`src/hdl/opl_env_defs.svh`:
```
// opl envelope stage shared widths, operator count and silence level
`ifndef OPL_ENV_DEFS_SVH
`define OPL_ENV_DEFS_SVH

// operators sharing the time-multiplexed envelope logic
`define OPL_NUM_OPS 18

// operator number, wide enough for 0..17
`define OPL_OP_WIDTH 5

// attenuation, 0 is loudest
`define OPL_ENV_WIDTH 9

// full attenuation
`define OPL_SILENCE 9'd511

// per-operator rate accumulator, carry above this width is the step count
`define OPL_RATE_ACC_WIDTH 15

// tremolo value, 0..26 at full depth
`define OPL_AM_WIDTH 5

// key-scale addend, largest table entry 56 shifted by 2 still fits
`define OPL_KSL_WIDTH 8

`endif

```
`src/hdl/opl_env_pkg.sv`:
```
// opl envelope package with register fields, slot context, adsr states and ksl table
`default_nettype none
`include "opl_env_defs.svh"

package opl_env_pkg;

    // one-hot so the state file stays 4 bits per op
    typedef enum logic [3:0] {
        ATTACK  = 4'b0001,
        DECAY   = 4'b0010,
        SUSTAIN = 4'b0100,
        RELEASE = 4'b1000
    } env_state_t;

    // per-operator register fields, valid with the slot strobe
    typedef struct packed {
        logic [3:0] ar;     // attack rate
        logic [3:0] dr;     // decay rate
        logic [3:0] sl;     // sustain level, 16 attenuation steps each
        logic [3:0] rr;     // release rate
        logic [5:0] tl;     // total level
        logic ksr;          // key scale rate
        logic [1:0] ksl;    // key scale level
        logic egt;          // sustaining envelope
        logic am;           // tremolo on
        logic [9:0] fnum;
        logic [2:0] block;
    } op_params_t;

    // slot context carried down the pipe
    typedef struct packed {
        logic valid;
        logic [`OPL_OP_WIDTH-1:0] op;
        logic [5:0] tl;
        logic am;
        env_state_t state;  // state after this slot's update
    } env_ctx_t;

    // ksl attenuation by fnum[9:6], block 7
    localparam logic [6:0] ksl_table [16] = '{
        7'd0,  7'd24, 7'd32, 7'd37, 7'd40, 7'd43, 7'd45, 7'd47,
        7'd48, 7'd50, 7'd51, 7'd52, 7'd53, 7'd54, 7'd55, 7'd56
    };

endpackage
`default_nettype wire

```
`src/hdl/env_control.sv`:
```
// envelope control, adsr fsm with per-operator state file and slot context staging
`timescale 1ns/1ns
`default_nettype none
`include "opl_env_defs.svh"

module env_control (
    input wire clk,
    input wire reset,
    input wire sample_clk_en,
    input wire [`OPL_OP_WIDTH-1:0] op_num,
    input wire opl_env_pkg::op_params_t params,
    input wire key_on,
    input wire key_off,
    input wire [`OPL_ENV_WIDTH-1:0] env_int_p0,     // stored attenuation, same op
    output logic [3:0] requested_rate,
    output opl_env_pkg::env_ctx_t ctx_p1,
    output opl_env_pkg::env_ctx_t ctx_p2
);
    import opl_env_pkg::*;

    env_state_t state_mem [`OPL_NUM_OPS];   // one state per operator
    env_state_t state_p0;
    env_state_t next_state;

    assign state_p0 = state_mem[op_num];

    always_comb begin
        case (state_p0)
            ATTACK:  next_state = (env_int_p0 == '0) ? DECAY : ATTACK;
            DECAY:   next_state = ({1'b0, params.sl} <= env_int_p0[8:4]) ? SUSTAIN : DECAY;
            SUSTAIN: next_state = params.egt ? SUSTAIN : RELEASE;
            default: next_state = RELEASE;  // release holds
        endcase

        // key pulses override the natural progression
        if (key_on)
            next_state = (env_int_p0 == '0) ? DECAY : ATTACK;
        else if (key_off)
            next_state = RELEASE;
    end

    // rate for the state this slot runs in
    always_comb begin
        case (next_state)
            ATTACK:  requested_rate = params.ar;
            DECAY:   requested_rate = params.dr;
            SUSTAIN: requested_rate = 4'd0;     // level frozen
            default: requested_rate = params.rr;
        endcase
    end

    always_ff @(posedge clk) begin
        if (reset) begin
            for (int i = 0; i < `OPL_NUM_OPS; i++)
                state_mem[i] <= RELEASE;
        end else if (sample_clk_en) begin
            state_mem[op_num] <= next_state;    // write back in strobe cycle
        end
    end

    // context pipe, only valid is cleared
    always_ff @(posedge clk) begin
        if (reset) begin
            ctx_p1.valid <= 1'b0;
            ctx_p2.valid <= 1'b0;
        end else begin
            ctx_p1 <= '{valid: sample_clk_en, op: op_num, tl: params.tl,
                        am: params.am, state: next_state};
            ctx_p2 <= ctx_p1;
        end
    end

endmodule
`default_nettype wire

```
`src/hdl/env_level_path.sv`:
```
// envelope level path, attenuation file, adsr update, level sum and clamp
`timescale 1ns/1ns
`default_nettype none
`include "opl_env_defs.svh"

module env_level_path (
    input wire clk,
    input wire reset,
    input wire sample_clk_en,
    input wire [`OPL_OP_WIDTH-1:0] op_num,
    input wire [2:0] step_p1,
    input wire opl_env_pkg::env_ctx_t ctx_p1,
    input wire opl_env_pkg::env_ctx_t ctx_p2,
    input wire [`OPL_KSL_WIDTH-1:0] ksl_add_p1,
    input wire [`OPL_AM_WIDTH-1:0] am_val,
    output logic [`OPL_ENV_WIDTH-1:0] env_int_p0,
    output logic [`OPL_ENV_WIDTH-1:0] env,
    output logic env_valid,
    output logic [`OPL_OP_WIDTH-1:0] env_op
);
    import opl_env_pkg::*;

    logic [`OPL_ENV_WIDTH-1:0] att_mem [`OPL_NUM_OPS];
    logic [`OPL_ENV_WIDTH-1:0] env_int_p1;
    logic [`OPL_ENV_WIDTH-1:0] env_int_p2;     // updated, written back at p2
    logic [`OPL_KSL_WIDTH-1:0] ksl_add_p2;
    logic [11:0] att_scaled;                    // env * step
    logic [`OPL_ENV_WIDTH-1:0] att_dec;         // attack decrement
    logic [`OPL_ENV_WIDTH:0] att_inc;           // one spare bit for saturation
    logic [10:0] total_p2;

    assign env_int_p0 = att_mem[op_num];        // async read at p0

    always_comb begin
        att_scaled = {3'b000, env_int_p1} * {9'd0, step_p1};
        att_dec = att_scaled[11:3] + 9'd1;      // never exceeds env in attack
        att_inc = {1'b0, env_int_p1} + {7'd0, step_p1};
    end

    always_ff @(posedge clk) begin
        if (sample_clk_en)
            env_int_p1 <= env_int_p0;
        ksl_add_p2 <= ksl_add_p1;
        if (ctx_p1.valid) begin
            env_int_p2 <= env_int_p1;           // sustain, or attack with no step
            if (ctx_p1.state == ATTACK && step_p1 != 3'd0)
                env_int_p2 <= env_int_p1 - att_dec;     // exponential approach to 0
            else if (ctx_p1.state == DECAY || ctx_p1.state == RELEASE)
                env_int_p2 <= (att_inc > `OPL_SILENCE) ? `OPL_SILENCE : att_inc[8:0];
        end
    end

    always_ff @(posedge clk) begin
        if (reset) begin
            for (int i = 0; i < `OPL_NUM_OPS; i++)
                att_mem[i] <= `OPL_SILENCE;
        end else if (ctx_p2.valid) begin
            att_mem[ctx_p2.op] <= env_int_p2;
        end
    end

    // env + tl*4 + ksl + tremolo, all non-negative
    assign total_p2 = {2'b00, env_int_p2} + {3'b000, ctx_p2.tl, 2'b00}
                    + {3'b000, ksl_add_p2} + (ctx_p2.am ? {6'd0, am_val} : 11'd0);

    always_ff @(posedge clk) begin
        env <= (total_p2 > 11'd511) ? `OPL_SILENCE : total_p2[8:0];    // clamp
        env_op <= ctx_p2.op;
        if (reset)
            env_valid <= 1'b0;
        else
            env_valid <= ctx_p2.valid;
    end

endmodule
`default_nettype wire

```
`src/hdl/env_rate_counter.sv`:
```
// envelope rate counter, effective rate and per-operator accumulators giving the step count
`timescale 1ns/1ns
`default_nettype none
`include "opl_env_defs.svh"

module env_rate_counter (
    input wire clk,
    input wire reset,
    input wire sample_clk_en,
    input wire [`OPL_OP_WIDTH-1:0] op_num,
    input wire [3:0] requested_rate,
    input wire opl_env_pkg::op_params_t params,
    input wire nts,
    output logic [2:0] step_p1          // attenuation steps for this slot
);
    logic [`OPL_RATE_ACC_WIDTH-1:0] acc_mem [`OPL_NUM_OPS];
    logic [3:0] key_scale;              // block*2 plus split bit
    logic [3:0] ks_adj;
    logic [6:0] rate_sum;               // up to 60 + 15
    logic [5:0] eff_rate;
    logic [17:0] acc_sum;               // accumulator plus increment, carry on top

    always_comb begin
        key_scale = {params.block, nts ? params.fnum[8] : params.fnum[9]};
        ks_adj = params.ksr ? key_scale : {2'b00, key_scale[3:2]};  // ksr off, quarter
        rate_sum = {1'b0, requested_rate, 2'b00} + {3'b000, ks_adj};

        if (requested_rate == 4'd0)
            eff_rate = 6'd0;
        else if (rate_sum > 7'd63)
            eff_rate = 6'd63;               // saturate
        else
            eff_rate = rate_sum[5:0];

        // increment 4..7, scaled by rate/4
        acc_sum = {3'b000, acc_mem[op_num]} + ({15'd0, 1'b1, eff_rate[1:0]} << eff_rate[5:2]);
    end

    always_ff @(posedge clk) begin
        if (reset) begin
            for (int i = 0; i < `OPL_NUM_OPS; i++)
                acc_mem[i] <= '0;
        end else if (sample_clk_en && eff_rate < 6'd60) begin
            acc_mem[op_num] <= acc_sum[`OPL_RATE_ACC_WIDTH-1:0];    // keep low bits
        end
    end

    always_ff @(posedge clk) begin
        if (sample_clk_en) begin
            if (eff_rate >= 6'd60)
                step_p1 <= 3'd7;            // top rates, max step
            else
                step_p1 <= acc_sum[17:15];  // carry out
        end
    end

endmodule
`default_nettype wire

```
`src/hdl/env_subsystem.sv`:
```
// opl envelope stage top, control fsm plus rate, level, ksl and tremolo datapath
`timescale 1ns/1ns
`default_nettype none
`include "opl_env_defs.svh"

module env_subsystem (
    input wire clk,
    input wire reset,
    input wire sample_clk_en,                   // one strobe per operator slot
    input wire [`OPL_OP_WIDTH-1:0] op_num,
    input wire opl_env_pkg::op_params_t params,
    input wire key_on,                          // pulse, with the strobe
    input wire key_off,
    input wire dam,                             // tremolo depth, chip-wide
    input wire nts,                             // keyboard split, chip-wide
    output logic [`OPL_ENV_WIDTH-1:0] env,
    output logic env_valid,                     // 3 cycles after the strobe
    output logic [`OPL_OP_WIDTH-1:0] env_op
);
    import opl_env_pkg::*;

    logic [`OPL_ENV_WIDTH-1:0] env_int_p0;      // stored attenuation of op_num
    logic [3:0] requested_rate;
    logic [2:0] step_p1;
    logic [`OPL_KSL_WIDTH-1:0] ksl_add_p1;
    logic [`OPL_AM_WIDTH-1:0] am_val;
    env_ctx_t ctx_p1;
    env_ctx_t ctx_p2;

    env_control env_control_inst (
        .clk(clk), .reset(reset), .sample_clk_en(sample_clk_en), .op_num(op_num),
        .params(params), .key_on(key_on), .key_off(key_off), .env_int_p0(env_int_p0),
        .requested_rate(requested_rate), .ctx_p1(ctx_p1), .ctx_p2(ctx_p2)
    );

    env_rate_counter env_rate_counter_inst (
        .clk(clk), .reset(reset), .sample_clk_en(sample_clk_en), .op_num(op_num),
        .requested_rate(requested_rate), .params(params), .nts(nts), .step_p1(step_p1)
    );

    env_level_path env_level_path_inst (
        .clk(clk), .reset(reset), .sample_clk_en(sample_clk_en), .op_num(op_num),
        .step_p1(step_p1), .ctx_p1(ctx_p1), .ctx_p2(ctx_p2), .ksl_add_p1(ksl_add_p1),
        .am_val(am_val), .env_int_p0(env_int_p0), .env(env), .env_valid(env_valid),
        .env_op(env_op)
    );

    ksl_add_rom ksl_add_rom_inst (
        .clk(clk), .params(params), .ksl_add_p1(ksl_add_p1)
    );

    tremolo tremolo_inst (
        .clk(clk), .reset(reset), .sample_clk_en(sample_clk_en), .op_num(op_num),
        .dam(dam), .am_val(am_val)
    );

endmodule
`default_nettype wire

```
`src/hdl/ksl_add_rom.sv`:
```
// key-scale level attenuation from fnum and block, registered for p1
`timescale 1ns/1ns
`default_nettype none
`include "opl_env_defs.svh"

module ksl_add_rom (
    input wire clk,
    input wire opl_env_pkg::op_params_t params,
    output logic [`OPL_KSL_WIDTH-1:0] ksl_add_p1
);
    import opl_env_pkg::*;

    logic [6:0] ksl_base;       // table entry, block 7
    logic [6:0] oct_drop;       // 8 per octave below block 7
    logic [6:0] ksl_diff;       // floored at 0, max 56

    always_comb begin
        ksl_base = ksl_table[params.fnum[9:6]];
        oct_drop = {1'b0, 3'd7 - params.block, 3'b000};
        if (ksl_base > oct_drop)
            ksl_diff = ksl_base - oct_drop;
        else
            ksl_diff = 7'd0;            // low notes get none
    end

    // ksl selects the slope
    always_ff @(posedge clk) begin
        case (params.ksl)
            2'd0:    ksl_add_p1 <= '0;
            2'd1:    ksl_add_p1 <= {1'b0, ksl_diff};
            2'd2:    ksl_add_p1 <= {ksl_diff, 1'b0};
            default: ksl_add_p1 <= {ksl_diff[5:0], 2'b00};  // bit 6 always 0 here
        endcase
    end

endmodule
`default_nettype wire

```
`src/hdl/tremolo.sv`:
```
// global tremolo, triangle position over 0..26 stepped once per frame, two depths
`timescale 1ns/1ns
`default_nettype none
`include "opl_env_defs.svh"

module tremolo (
    input wire clk,
    input wire reset,
    input wire sample_clk_en,
    input wire [`OPL_OP_WIDTH-1:0] op_num,
    input wire dam,                         // 1 = deep
    output logic [`OPL_AM_WIDTH-1:0] am_val
);
    localparam logic [`OPL_AM_WIDTH-1:0] am_peak = 5'd26;

    logic [`OPL_AM_WIDTH-1:0] am_pos;       // triangle position
    logic going_down;

    // frame tick is the op 0 slot
    always_ff @(posedge clk) begin
        if (reset) begin
            am_pos <= '0;
            going_down <= 1'b0;
        end else if (sample_clk_en && op_num == '0) begin
            if (!going_down) begin
                if (am_pos == am_peak) begin
                    am_pos <= am_pos - 5'd1;    // turn at top
                    going_down <= 1'b1;
                end else begin
                    am_pos <= am_pos + 5'd1;
                end
            end else if (am_pos == '0) begin
                am_pos <= 5'd1;                 // turn at bottom
                going_down <= 1'b0;
            end else begin
                am_pos <= am_pos - 5'd1;
            end
        end
    end

    assign am_val = dam ? am_pos : {2'b00, am_pos[4:2]};    // shallow, quarter

endmodule
`default_nettype wire

```
`config.mk`:
```
export PLATFORM = sky130hd
export DESIGN_NAME = env_subsystem
export DESIGN_NICKNAME = d
export VERILOG_FILES = /design/src/hdl/opl_env_pkg.sv /design/src/hdl/env_control.sv /design/src/hdl/env_level_path.sv /design/src/hdl/env_rate_counter.sv /design/src/hdl/env_subsystem.sv /design/src/hdl/ksl_add_rom.sv /design/src/hdl/tremolo.sv
export VERILOG_INCLUDE_DIRS = /design/src /design/src/hdl
export SDC_FILE = /design/constraint.sdc
export NUM_CORES = 1
export LEC_CHECK = 0
export ABC_AREA = 1
export BUFFER_PORTS_ARGS = -buffer_cell sky130_fd_sc_hd__buf_4
export CAP_MARGIN = 20
export CORE_MARGIN = 2
export CORE_UTILIZATION = 25
export CTS_CLUSTER_DIAMETER = 120
export DETAILED_ROUTE_END_ITERATION = 10
export GPL_TIMING_DRIVEN = 0
export PLACE_DENSITY = 0.36
export SETUP_SLACK_MARGIN = 0.4
export SYNTH_ARGS = -nofsm -noshare
export SYNTH_HDL_FRONTEND = slang
export SYNTH_HIERARCHICAL = 1
export SYNTH_SLANG_ARGS = --single-unit
```
`constraint.sdc`:
```
create_clock -name clk -period 6.6 [get_ports clk]
set_input_delay 0 -clock clk [delete_from_list [all_inputs] [get_ports clk]]
set_output_delay 0 -clock clk [all_outputs]
set_load 0.01 [all_outputs]
```
* Yosys cells after proc, flatten, opt, wreduce, memory -nomap -nowiden *
Memory sizes are Yosys's and may differ from the RTL's.
Cells that the tools add are included.

storage, ports and cells
  bits in registers = 88
  bits in latches = 0
  RAM bits = 504
  ROM bits = 112
  bits of input ports = 52
  output and inout bits = 15
  logic and storage cells = 117
  memories kept = 4

cells by class
  add/subtract/negate cells = 12
  multipliers = 1
  divide/modulo/power cells = 0
  $lt $le $gt $ge = 8
  equality and inequality tests = 12
  shift operators = 1
  multiplexer cells = 46
  bitwise operators = 1
  reduce and logical (&&, ||, !) cells = 13

memories
  name                           depth  bits a word  rd ports  clocked after Yosys merged registers in  wr ports  RTL line                source
  env_rate_counter_inst.acc_mem  18     15           1         0                                        18        env_rate_counter.sv:16  logic [`OPL_RATE_ACC_WIDTH-1:0] acc_mem [`OPL_NUM_OPS];
  env_level_path_inst.att_mem    18     9            1         0                                        18        env_level_path.sv:23    logic [`OPL_ENV_WIDTH-1:0] att_mem [`OPL_NUM_OPS];
  (no name shown)                16     7            1         0                                        0         ksl_add_rom.sv:18       ksl_base = ksl_table[params.fnum[9:6]];
  env_control_inst.state_mem     18     4            1         0                                        18        env_control.sv:21       env_state_t state_mem [`OPL_NUM_OPS];

operators by type and width
  kind                 count
  $mux 5               8
  $mux 9               4
  $pmux 4 s3           2
  $pmux 8 s3           1
  $mux 7               3
  $mux 4               5
  $add 15x18->18       1
  $mux 1               18
  $shl 3x4->18         1
  $mux 15              1
  $reduce_or 15->1     1
  $eq 4x1->1 const B   3
  $eq 4x2->1 const B   3
  $mul 9x3->12         1
  $mux 6               2
  $add 11x11->11       1
  $add 11x8->11        1
  $gt 11x9->1 const B  1
  $add 9x3->10         1
  $add 9x8->10         1
  $gt 10x9->1 const B  1
  $logic_not 5->1      2
  $add 9x1->9 const B  1
  $logic_not 9->1      1
  27 further kinds     30

* Longest topological paths before layout *
An unclocked memory read counts as a cell.

  depth in word-level cells = 19
  gate-level depth with buffers = 51
  gate-level depth less buffers = 47

* Cells and area by module *
Netlist, hierarchy kept.

modules (own cells, without submodules)
  module            instances  cells each  area each (um^2)  sequential area each (um^2)
  env_rate_counter  1          2,027       21,551.9          14,503.9
  env_level_path    1          1,559       16,009.1          9,649.3
  env_control       1          785         7,613.6           4,844.6
  ksl_add_rom       1          96          666.9             160.2
  tremolo           1          92          541.8             120.1

* Worst setup path after synthesis *
No wires, ideal clock.

  path kind = input -> register
  start point = input port op_num[0]
  end point = memory env_rate_counter_inst/acc_mem[5][6] in the netlist's numbering, data pin
  library setup time = 0.141 ns
  data arrival time = 5.540 ns
  required time = 6.459 ns
  slack = 0.919 ns
  stages = 45
  buffers on the path = 5
  cells stage by stage = buf_6 > inv_4 > buf_6 > buf_6 > nand2_1 > nand3_1 > nand2_1 > a21oi_1 > o31ai_1 > nand2_1 > nand2_1 > nand2_1 > inv_1 > ha_1 > inv_1 > nor2_1 > nor2_1 > o21ai_0 > [9 not listed] > fa_1 > nor2_1 > nand3_1 > nand2_1 > inv_1 > clkbuf_1 > nor4_1 > ha_1 > inv_1 > fa_1 > inv_1 > nand4_1 > nand3_1 > xnor2_1 > nor2_1 > clkinv_1 > buf_2 > nor2_1

RTL lines
  element      RTL line                source
  from (decl)  env_subsystem.sv:10     input wire [`OPL_OP_WIDTH-1:0] op_num,
  to (decl)    env_rate_counter.sv:16

==> metrics.yaml <==
outcome:
  status: "finished clean"
worst_setup_path:
  crit_arrival_ps: 6750
  critPathRequiredTime_ps: 7110
  critPathMaxStageDelay_ps: 390
  path_max_fanout: 8
  criticalPathCategory: "reg2reg"
  reg2reg_to: "env_rate_counter_inst/acc_mem[24][10]"
  rr_startpoint: "env_level_path_inst/att_mem[29][5]"
  crit_path_end_kind: "register"
  slowest_stage: "fa_2"
  r2r_slack_ps: 360
  reg2regPathDepth: 43
  worst_setup_path_start_kind: "register"
timing:
  drv_slew: 0
  period_share_pct: 94.6
  tightest_slew_ps: 1210
  relSlewSlack_pct: 19.4
  tns_ps: 0
  setup_violations: 0
  fin_worst_skew_ps: 36.5
  min_period_ps: 6240
  hold_viol: 0
  max_freq_mhz: 160
  grt_setup_unrepaired: "true"
placement:
  gp_congestion: 0.895
  dp_hpwl_um: 124000
  placed_cell_area_mm2: 0.0503
  io_buffers: 60
synth:
  synth_cells: 4555
  synth_fp_nets: 4697
  yosys_warnings: 6
  synth_area_mm2: 0.0463
  syn_avg_cell_area_um2: 10.2
route:
  drt_pass1_iterations: 5
  wl_per_cell_um: 23.8
  drc: 0
  drtIter0Drc: 2692
  via_per_inst: 4.63
  ant_nets: 0
  vias: 34600
  wirelength_um: 178000
layout:
  regArea_mm2: 0.0292
  multi_input_area_mm2: 0.0154
  final_cell_mix: "edfxtp_1 (945), nand2_1 (894), nor2_1 (858), nand3_1 (356), inv_1 (260)"
  drive_gt1_share_pct: 14.3
  fillCellCount: 19100
  synthToLayoutAreaGrowth_pct: 21.9
  nets: 5037
  final_cell_area_mm2: 0.0564
  layout_commonest_cell: "edfxtp_1"
grt:
  grt_pass1_vias: 34000
  antenna_found_initial: 3
  track_usage_pct: 18.7
  grt_overflow: 0
  grt_pass1_wl_um: 252000
  grt_max_degree: 21
worst_hold_path:
  min_path_type: "in2reg"
  holdPathStages: 7
  hold_path_end: "env_control_inst/state_mem[13][2]"
  holdCritStartpoint: "params[14]"
clocking:
  clk_pin_slew_ps: 60
  tritoncts: "done"
  cts_buffers: 120
  clkSinkCount: 984
  htree_levels: 3
  clockBufferDepth: 3
  clockRootBuffer: "clkbuf_16"
  clk-insertion-delay-late_ps: 780
power:
  leakage_nw: 20.2
  irDropWorstVdd_mv: 0.201
  power_density_mw_per_mm2: 286
job:
  cap_violations: 0
floorplan:
  die_w_um: 434
  die_area_mm2: 0.189
  initial_core_util_pct: 25.2
  coreArea_mm2: 0.183
  num_rows: 157
  boundaryPins: 67
  die_y_um: 434
[area by class of cell]
type / instances / share of cell area, %
Buffer: 238 / 2.40
Sequential cell: 984 / 51.7
Clock buffer: 157 / 5.71
Clock inverter: 68 / 1.17
Tap cell: 2464 / 5.47
Multi-Input combinational cell: 3015 / 27.3
Inverter: 318 / 2.23
Timing Repair Buffer: 218 / 3.99
Antenna cell: 1 / 0.00444
[stage by stage]
| step | std cells | hold slack (ps) | setup slack, ps | power, mW | util, % |
|---|---|---|---|---|---|
| CTS | 7430 | 54.0 | 375 | 16.2 | 30.4 |
| global route | 7462 | 116 | 38.5 | 16.8 | 30.7 |
| detailed placement | 7112 | 182 | -3010 | 9.31 | 27.4 |
| finish | 7463 | 74.5 | 356 | 16.2 | 30.7 |
| floorplan | 4555 | 69.1 | 919 | 8.42 | - |
| global placement | 7079 | 181 | -3660 | 9.29 | 27.1 |
[flip-flops by register name (all words and copies together), names as in the netlist]
| signal | cells |
|---|---|
| env_level_path_inst/env_op | 5 |
| env_level_path_inst/ksl_add_p2 | 8 |
| env_control_inst/ctx_p1 | 17 |
| env_level_path_inst/env_valid | 1 |
| env_rate_counter_inst/acc_mem | 480 |
| tremolo_inst/am_pos | 5 |
| env_rate_counter_inst/step_p1 | 3 |
| env_level_path_inst/env_int_p2 | 9 |
| env_level_path_inst/env_int_p1 | 9 |
| env_control_inst/ctx_p2 | 13 |
| env_level_path_inst/env | 9 |
| env_level_path_inst/att_mem | 288 |
| env_control_inst/state_mem | 128 |
| tremolo_inst/going_down | 1 |
| ksl_add_rom_inst/ksl_add_p1 | 8 |
[report_power, final]
part	leakage (nW)	internal, mW	switching (mW)	total [mW]
clock	1.90	3.85	2.76	6.61
combinational	9.16	0.804	1.63	2.43
sequential	9.14	7.05	0.0708	7.12
total	20.2	11.7	4.46	16.2
[how the worst max path moves through the flow]
stage,cells past startpoint,startpoint,to
4_1_cts,39,env_level_path_inst/att_mem[29][5],env_rate_counter_inst/acc_mem[24][10]
3_3_place_gp,41,op_num[0],env_rate_counter_inst/acc_mem[5][7]
3_5_place_dp,42,op_num[0],env_rate_counter_inst/acc_mem[19][8]
5_1_grt,47,env_level_path_inst/att_mem[30][5],env_rate_counter_inst/acc_mem[6][10]
6_report,43,env_level_path_inst/att_mem[29][5],env_rate_counter_inst/acc_mem[24][10]
2_1_floorplan,45,op_num[0],env_rate_counter_inst/acc_mem[5][6]
[layer usage]
layer | vias to the layer above | track usage (%) | wire length [um]
met1 | 17200 | 24.8 | 79800
met4 | 4 | 5.49 | 5350
met2 | 804 | 31.4 | 85100
met3 | 261 | 2.68 | 7540
li1 | 16300 | - | -
met5 | - | 0 | 164
[timing repair]
| action | CTS | global route |
|---|---|---|
| gates cloned | 2 | 2 |
| hold endpoints to repair | 54 | 0 |
| resized for setup | 173 | 85 |
| setup buffers | 43 | 28 |
| hold buffers | 48 | 0 |
| endpoints found under the setup margin | 963 | 651 |
| pin swaps | 34 | 42 |
[critical path: cells and delay by family (launching register included)]
family          cells  cell delay (ps)
compound gates      4              650
xor+xnor            1              110
fa+ha+maj           4             1140
buf+inv            14             1530
flops               1              340
simple gates       20             2190
(Power assumes the default switching activity.)
